<file path="config.mk">
export PLATFORM = sky130hd
export DESIGN_NAME = bank_rsp_gen
export DESIGN_NICKNAME = d
export VERILOG_FILES = /design/src/verilog/mem_pkg.sv /design/src/verilog/bank_rsp_gen.sv
export SDC_FILE = /design/constraint.sdc
export NUM_CORES = 1
export LEC_CHECK = 0
export BUFFER_PORTS_ARGS = -buffer_cell sky130_fd_sc_hd__buf_2
export CORE_MARGIN = 2
export CORE_UTILIZATION = 25
export DETAILED_ROUTE_END_ITERATION = 10
export GPL_TIMING_DRIVEN = 0
export MAX_ROUTING_LAYER = met4
export PLACE_DENSITY_LB_ADDON = 0.08
export SLEW_MARGIN = 0
export SYNTH_ARGS = -nofsm -noshare
export SYNTH_HDL_FRONTEND = slang
export SYNTH_SLANG_ARGS = --single-unit
</file>
<file path="constraint.sdc">
create_clock -name CLK -period 1.2 [get_ports CLK]
set_input_delay 0.24 -clock CLK [delete_from_list [all_inputs] [get_ports CLK]]
set_output_delay 0.24 -clock CLK [all_outputs]
set_load 0.01 [all_outputs]
</file>
<file path="src/verilog/mem_pkg.sv">
// Data memory bank definitions
`default_nettype none

package mem_pkg;

  // bank geometry
  localparam int unsigned DATA_WIDTH     = 32;
  localparam int unsigned STRB_WIDTH     = DATA_WIDTH / 8;
  localparam int unsigned CUT_WORDS      = 1024;
  localparam int unsigned NB_CUTS        = 5;
  localparam int unsigned N_WORDS        = CUT_WORDS * NB_CUTS;
  // 13 bits, so 5120..8191 are addressable but out of range
  localparam int unsigned ADDR_WIDTH     = $clog2(N_WORDS);
  localparam int unsigned CUT_ADDR_WIDTH = $clog2(CUT_WORDS);
  localparam int unsigned CUT_SEL_WIDTH  = ADDR_WIDTH - CUT_ADDR_WIDTH;

  typedef enum logic {
    OP_READ  = 1'b0,
    OP_WRITE = 1'b1
  } mem_op_e;

  // request as seen at the bank boundary
  typedef struct packed {
    mem_op_e                 op;
    logic [ADDR_WIDTH-1:0]   addr;
    logic [DATA_WIDTH-1:0]   wdata;
    logic [STRB_WIDTH-1:0]   be;
  } mem_req_t;

  // request as presented to a single cut, bw is one enable per data bit
  typedef struct packed {
    logic                      we;
    logic [CUT_ADDR_WIDTH-1:0] addr;
    logic [DATA_WIDTH-1:0]     wdata;
    logic [DATA_WIDTH-1:0]     bw;
  } cut_req_t;

  typedef struct packed {
    logic [DATA_WIDTH-1:0] rdata;
    logic                  err;
  } mem_rsp_t;

endpackage

`default_nettype wire

</file>
<file path="src/verilog/bank_rsp_gen.sv">
// Bank response generation
`timescale 1ns/100ps
`default_nettype none

module bank_rsp_gen (
  input  wire                              CLK,
  input  wire                              RSTN,
  input  logic                             acc_i,
  input  logic                             is_read_i,
  input  logic                             range_err_i,
  input  logic [mem_pkg::DATA_WIDTH-1:0]   rdata_i,
  output logic                             rsp_valid_o,
  output mem_pkg::mem_rsp_t                rsp_o
);

  logic acc_q;
  logic rd_q;
  logic err_q;

  // flags follow the access strobe by one cycle, in step with the cut read
  always_ff @(posedge CLK or negedge RSTN) begin
    if (!RSTN) begin
      acc_q <= 1'b0;
      rd_q  <= 1'b0;
      err_q <= 1'b0;
    end else begin
      acc_q <= acc_i;
      rd_q  <= acc_i & is_read_i;
      err_q <= acc_i & range_err_i;
    end
  end

  assign rsp_valid_o = acc_q;

  // writes and refused accesses return zero data
  always_comb begin
    rsp_o.rdata = (rd_q & ~err_q) ? rdata_i : '0;
    rsp_o.err   = err_q;
  end

  // no response without an access one cycle earlier
  a_no_spurious_rsp: assert property (
    @(posedge CLK) disable iff (!RSTN)
    !acc_i |=> !rsp_valid_o
  ) else $error("response without a preceding access");

endmodule

`default_nettype wire

</file>
==> qor.csv, run 1 <==
stage;metric;value;unit
floorplanning;starting density of the core;0.265;
clock_tree;Max Root-Sink Buffers;2;
logic_synthesis;post-synthesis sequential area ratio;0.166;
setup_path;Max FO, Critical Path;10;
route;drt first pass iters;3;
route;wire length per cell;12.3;um
timing;WHS;0.136;ns
route;# DRC;0;
route;post-route ant nets;0;
logic_synthesis;synth warn;0;
timing;RSZ-0062 raised after global routing;yes;
global_route;initial antenna violation count;0;
global_route;global-route wire length before repair;2.28;mm
logic_synthesis;post-synth cell types;5;
timing;final critical-path share of the clock period;1.16;
logic_synthesis;Synth Instances;44;
placed_design;placed instance area;835;um^2
timing;fmax;0.717;GHz
timing;Slew HR;0.891;
route;Vias/cell;4.32;
logic_synthesis;Post-synth EDFFs;0;
final_layout;Final nets;159;
floorplanning;standard-cell rows;15;
final_layout;Layout area overhead;146;%
worst_hold_path;WHS Path Cells;1;
logic_synthesis;most frequently used flop master after synthesis;dfrtp_1;
route;routed via count;630;
logic_synthesis;leading post-synthesis cells by cell area;and3b_2 71%, dfrtp_1 17%, buf_4 6.6%;
power_and_ir_drop;VDD IR max;520;uV
setup_path;Worst Setup End Kind;output port;
timing;Max Slew Vio Count;0;
clock_tree;Clock Pin Slew Worst Setup and Hold Paths;0.04;ns
timing;slew of the pin with the lowest slew margin;0.164;ns
logic_synthesis;Synth Net Count;81;
placed_design;GPL Wtd Cong;0.708;
status;status;finished, violations left;
final_layout;share of layout cells above drive strength 1;0.950;
floorplanning;core area;1710;um^2
global_route;largest net degree at the start of global routing;11;
final_layout;Fillers;143;
power_and_ir_drop;Pleak;0.655;nW
floorplanning;die width;46.6;um
global_route;all-layer global routing usage;0.151;
logic_synthesis;FFs w/ async S/R, synth;1.00;
worst_hold_path;worst hold path endpoint;rsp_valid_o;
clock_tree;clock sink count;3;
clock_tree;CTS tree;done;
clock_tree;CTS Buf Count;3;
floorplanning;Die Span Y;46.6;um
floorplanning;die area;2170;um^2
worst_hold_path;hold path start;acc_i;
timing;Setup Viol. Count Final;33;
logic_synthesis;cell taking the most area after synthesis;and3b_2;
status;failing checks;setup timing;
power_and_ir_drop;P per Cell Area;497;nW/um^2
setup_path;critical path type;flop to output port;
route;Final Routed Wirelength;1.80;mm
setup_path;CP required;0.96;ns
timing;Tmin final;1.40;ns
final_layout;diode count;0;
final_layout;final instance area;1110;um^2
clock_tree;H-Tree Depth;1;
setup_path;crit path DAT;1.16;ns
logic_synthesis;synth cell count leaders;32 x and3b_2, 4 x buf_4, 3 x buf_2, 3 x dfrtp_1, 2 x and2_1;
worst_hold_path;worst hold path type;primary input to flop;
route;Iter 0 DRT Violations;1;
global_route;vias in the first global route;596;
placed_design;dpl hpwl;1.34;mm
placed_design;IO Port Bufs;70;
logic_synthesis;flops & latches, synth;3;
job;Max Cap Violations;0;
clock_tree;CTS root buf;clkbuf_4;
logic_synthesis;Post-Syn Area per Cell;10.3;um^2
timing;final worst slack;-0.195;ns
floorplanning;IO Count;71;
global_route;global route overflow;0;
timing;Hold Vio Cnt, Final;0;
setup_path;Setup crit start kind;flop;
logic_synthesis;most numerous cell in the Yosys netlist;and3b_2;
logic_synthesis;top cell type's share of synthesized area;0.707;
logic_synthesis;Syn Std Cell Area;453;um^2
cells in the final DEF, fill, tap and decap left out:
master and n:
and3b_2 32, buf_2 38, buf_4 4, dfrtp_1 2, and2_1 2, clkbuf_1 1, dlygate4sd3_1 1, clkbuf_4 3
buf_6 37, dfrtp_2 1
what timing repair did:
item,4_1_cts,5_1_grt
hold buffers,1,0
resized for setup,32,12
endpoints found under the hold margin,3,0
setup buffers,1,0
cloned,1,0
setup endpoints to repair,32,33
through the flow:
| stage | setup WS, ns | TNS (ns) | power, mW | cells | utilization |
|---|---|---|---|---|---|
| floorplan | 0.168 | 0 | 0.208 | 44 | - |
| global placement | 0.0237 | 0 | 0.308 | 139 | 0.489 |
| detailed placement | 0.0155 | 0 | 0.311 | 139 | 0.489 |
| CTS | -0.210 | -6.28 | 0.547 | 146 | 0.625 |
| global route | -0.240 | -7.33 | 0.593 | 146 | 0.652 |
| finish | -0.195 | -5.89 | 0.553 | 146 | 0.652 |
final cells by class:
type | count | area, um^2 | area share
Timing Repair Buffer | 73 | 579 | 0.520
Multi-Input combinational cell | 34 | 333 | 0.299
Sequential cell | 3 | 76.3 | 0.0685
Buffer | 7 | 67.6 | 0.0607
Tap cell | 25 | 31.3 | 0.0281
Clock buffer | 4 | 26.3 | 0.0236
worst max-delay path, stage by stage, from the launching register on:
cell and delay, ns:
dfrtp_2 0.44, buf_6 0.15, and3b_2 0.24, buf_6 0.10
layer usage:
metal / track usage / wire (um)
met3: 0.0118 / 150
met4: 0.0343 / 0
met1: 0.149 / 622
met2: 0.308 / 1030
met5: - / 0
power by group:
group / internal (mW) / switching, mW
clock network: 0.124 / 0.0473
logic: 0.175 / 0.0928
registers: 0.107 / 0.00617
total: 0.407 / 0.146
worst max-delay path by stage:
stage               startpoint   endpoint  cells past startpoint
global route             err_q  rsp_o[28]                      3
CTS                      err_q   rsp_o[1]                      3
global placement         err_q  rsp_o[11]                      3
floorplan                err_q  rsp_o[10]                      2
finish                   err_q  rsp_o[28]                      3
detailed placement       err_q  rsp_o[10]                      3
sequential cells by signal, indices dropped and copies added, names as in the netlist:
signal,flops
err_q,1
rd_q,1
rsp_valid_o,1
kinds of logic after synthesis:
group,synth area share
buffers and inverters,0.0994
and+or+nand+nor,0.735
DFF,0.166
Note: power is estimated with default switching activity, not from simulation.
==> inputs of run 2 (changes only) <==
--- a/config.mk
+++ b/config.mk
@@ -5,6 +5,7 @@
 export SDC_FILE = /design/constraint.sdc
 export NUM_CORES = 1
 export LEC_CHECK = 0
+export ABC_AREA = 1
 export BUFFER_PORTS_ARGS = -buffer_cell sky130_fd_sc_hd__buf_2
 export CORE_MARGIN = 2
 export CORE_UTILIZATION = 25
==> run 2 against run 1 <==
  * The run still ends with setup timing left
  * Via count down 0.95%
  * Die area up 0.75%
  * Setup slack better by 0.055 ns
  * Combinational power down 17%
  * Core utilization down 13 points
==> qor.csv, run 2 <==
stage;metric;value;unit;change
timing;final critical-path share of the clock period;1.12;;-0.0458
power_and_ir_drop;Clock power frac;0.342;;+0.032
power_and_ir_drop;Seq pwr share;0.217;;+0.012
route;post-route ant nets;0;;unchanged
setup_path;Worst Setup End Kind;output port;;
final_layout;commonest non-fill, non-tap cells in the layout;70 x buf_2, 34 x inv_1, 30 x nor2_2;;
global_route;all-layer global routing usage;0.0959;;-0.0549
placed_design;pre-CTS WS;0.0735;ns;+0.0581 ns
clock_tree;Max Root-Sink Buffers;2;;unchanged
route;Vias/cell;3.53;;-18%
logic_synthesis;cell taking the most area after synthesis;nor2_2;;
logic_synthesis;FFs w/ async S/R, synth;1.00;;unchanged
global_route;largest net degree at the start of global routing;11;;unchanged
power_and_ir_drop;VDD IR max;515;uV;-0.80%
logic_synthesis;Post-synth EDFFs;0;;unchanged
placed_design;IO Port Bufs;70;;unchanged
final_layout;Register Area;75.1;um^2;-1.6%
global_route;initial antenna violation count;0;;unchanged
power_and_ir_drop;Final Power;0.504;mW;-8.9%
setup_path;crit path DAT;1.10;ns;-0.06 ns
clock_tree;H-Tree Depth;1;;unchanged
final_layout;Final nets;190;;+19%
timing;Tmin final;1.34;ns;-0.0549 ns
final_layout;Fillers;190;;+33%
logic_synthesis;most numerous cell in the Yosys netlist;inv_1;;
floorplanning;standard-cell rows;15;;unchanged
logic_synthesis;synth warn;0;;unchanged
power_and_ir_drop;Gate power share;0.440;;-0.045
final_layout;diode count;0;;unchanged
setup_path;critical path type;flop to output port;;
placed_design;dpl hpwl;1.05;mm;-22%
global_route;global route overflow;0;;unchanged
timing;final worst slack;-0.140;ns;+0.0549 ns
timing;Setup Viol. Count Final;32;;-3.0%
final_layout;Util after Layout;0.519;;-0.133
logic_synthesis;flops & latches, synth;3;;unchanged
status;status;finished, violations left;;
final_layout;share of layout cells above drive strength 1;0.717;;-0.233
route;Iter 0 DRT Violations;0;;-1
floorplanning;die area;2180;um^2;+0.75%
worst_hold_path;worst hold path type;primary input to flop;;
logic_synthesis;Syn Std Cell Area;457;um^2;+0.83%
logic_synthesis;post-synthesis sequential area ratio;0.164;;-0.00136
logic_synthesis;most frequently used flop master after synthesis;dfrtp_1;;
placed_design;placed cells;172;;+24%
placed_design;GPL Wtd Cong;0.572;;-19%
timing;Hold Vio Cnt, Final;0;;unchanged
final_layout;non-filler cells, final;177;;+21%
logic_synthesis;Synth Net Count;114;;+41%
logic_synthesis;top cell type's share of synthesized area;0.411;;-0.296
job;Max Cap Violations;0;;unchanged
power_and_ir_drop;P per Cell Area;562;nW/um^2;+13%
floorplanning;core area;1730;um^2;+1.1%
timing;fmax;0.746;GHz;+4.1%
logic_synthesis;leading post-synthesis cells by cell area;nor2_2 41%, inv_1 29%, dfrtp_1 16%;;
final_layout;Layout area overhead;96.2;%;
logic_synthesis;Post-Syn Area per Cell;5.93;um^2;-42%
power_and_ir_drop;Sw Ratio;0.318;;+0.0536
power_and_ir_drop;Pleak;0.668;nW;+2.0%
global_route;vias in the first global route;429;;-28%
route;# DRC;0;;unchanged
global_route;global-route wire length before repair;1.45;mm;-36%
logic_synthesis;Synth Instances;77;;+75%
clock_tree;Clock Pin Slew Worst Setup and Hold Paths;0.03;ns;about the same
timing;RSZ-0062 raised after global routing;yes;;
power_and_ir_drop;Net Sw Power;0.160;mW;+9.5%
logic_synthesis;synth cell count leaders;35 x inv_1, 30 x nor2_2, 3 x buf_6, 3 x dfrtp_1;;
status;failing checks;setup timing;;
power_and_ir_drop;internal power;0.343;mW;-16%
timing;slew of the pin with the lowest slew margin;0.109;ns;-0.0550 ns
floorplanning;Die Span Y;46.7;um;+0.38%
timing;Max Slew Vio Count;0;;unchanged
clock_tree;CTS Buf Count;3;;unchanged
floorplanning;starting density of the core;0.264;;-0.000708
route;drt first pass iters;1;;-2
floorplanning;IO Count;71;;unchanged
route;Final Routed Wirelength;1.19;mm;-34%
setup_path;CP required;0.96;ns;about the same
clock_tree;CTS root buf;clkbuf_4;;
setup_path;Setup crit start kind;flop;;
clock_tree;CTS tree;done;;
final_layout;commonest non-fill, non-tap cell in the layout;buf_2;;
route;routed via count;624;;-0.95%
setup_path;Max FO, Critical Path;10;;unchanged
final_layout;multi-input logic area;214;um^2;-36%
clock_tree;clock sink count;3;;unchanged
timing;Slew HR;0.927;;+0.0366
timing;setup TNS;-3.91;ns;+1.98 ns
logic_synthesis;post-synth cell types;8;;+3
floorplanning;die width;46.7;um;+0.38%
route;wire length per cell;6.75;um;-45%
==> run 2: timing repair <==
item / CTS / global route
pin swaps: 0 / 0
gates resized for setup: 5 / 1
hold endpoints to repair: 3 / 0
buffers inserted: 0 / 0
cloned: 0 / 0
endpoints found under the setup margin: 32 / 32
hold buffers: 1 / 0
==> run 2: final timing paths <==
check	start	endpoint	slack (ns)	depth (start not counted)
hold / removal	acc_i	rsp_valid_o	0.15	1
setup / recovery	err_q	rsp_o[13]	-0.14	5
min in group asynchronous	RSTN	rd_q	0.33	2
max in group asynchronous	RSTN	rsp_valid_o	0.77	2
==> run 2: kinds of logic after synthesis <==
kind of cell,after synthesis,synth area share
AND/OR/NAND/NOR,35,0.458
flip-flops,3,0.164
buffers and inverters,39,0.378
==> run 2: area by class of cell <==
class                      instances  area share
timing repair buffer              71       0.402
multi-input combinational         35       0.239
tap                               25      0.0349
inverter                          35       0.147
sequential                         3      0.0838
clock buffer                       4      0.0293
buffer                             4      0.0642
==> run 2: critical path, stage by stage, from the launching register on <==
cell     delay (ns)
dfrtp_1        0.37
inv_2          0.07
nand2_4        0.08
buf_8          0.16
nor2_2         0.07
buf_2          0.13
==> run 2: power by group through the flow <==
stage               combinational, mW  sequential (mW)  clock (mW)
finish                          0.222            0.110       0.172
global route                    0.248            0.110       0.190
detailed placement              0.214            0.110           0
CTS                             0.224            0.110       0.184
floorplan                       0.111            0.111           0
global placement                0.211            0.110           0
==> run 2: routing by layer <==
layer / global-route usage / wire length [um]
met5: - / 0
met1: 0.0837 / 404
met3: 0.0231 / 167
met2: 0.178 / 622
met4: 0.0667 / 0
==> run 2: per-stage QoR <==
step	hold slack, ns	instance area, um^2
floorplan	-0.0556	457
global placement	0.0388	838
detailed placement	0.0383	838
CTS	0.137	891
global route	0.145	896
finish	0.147	896
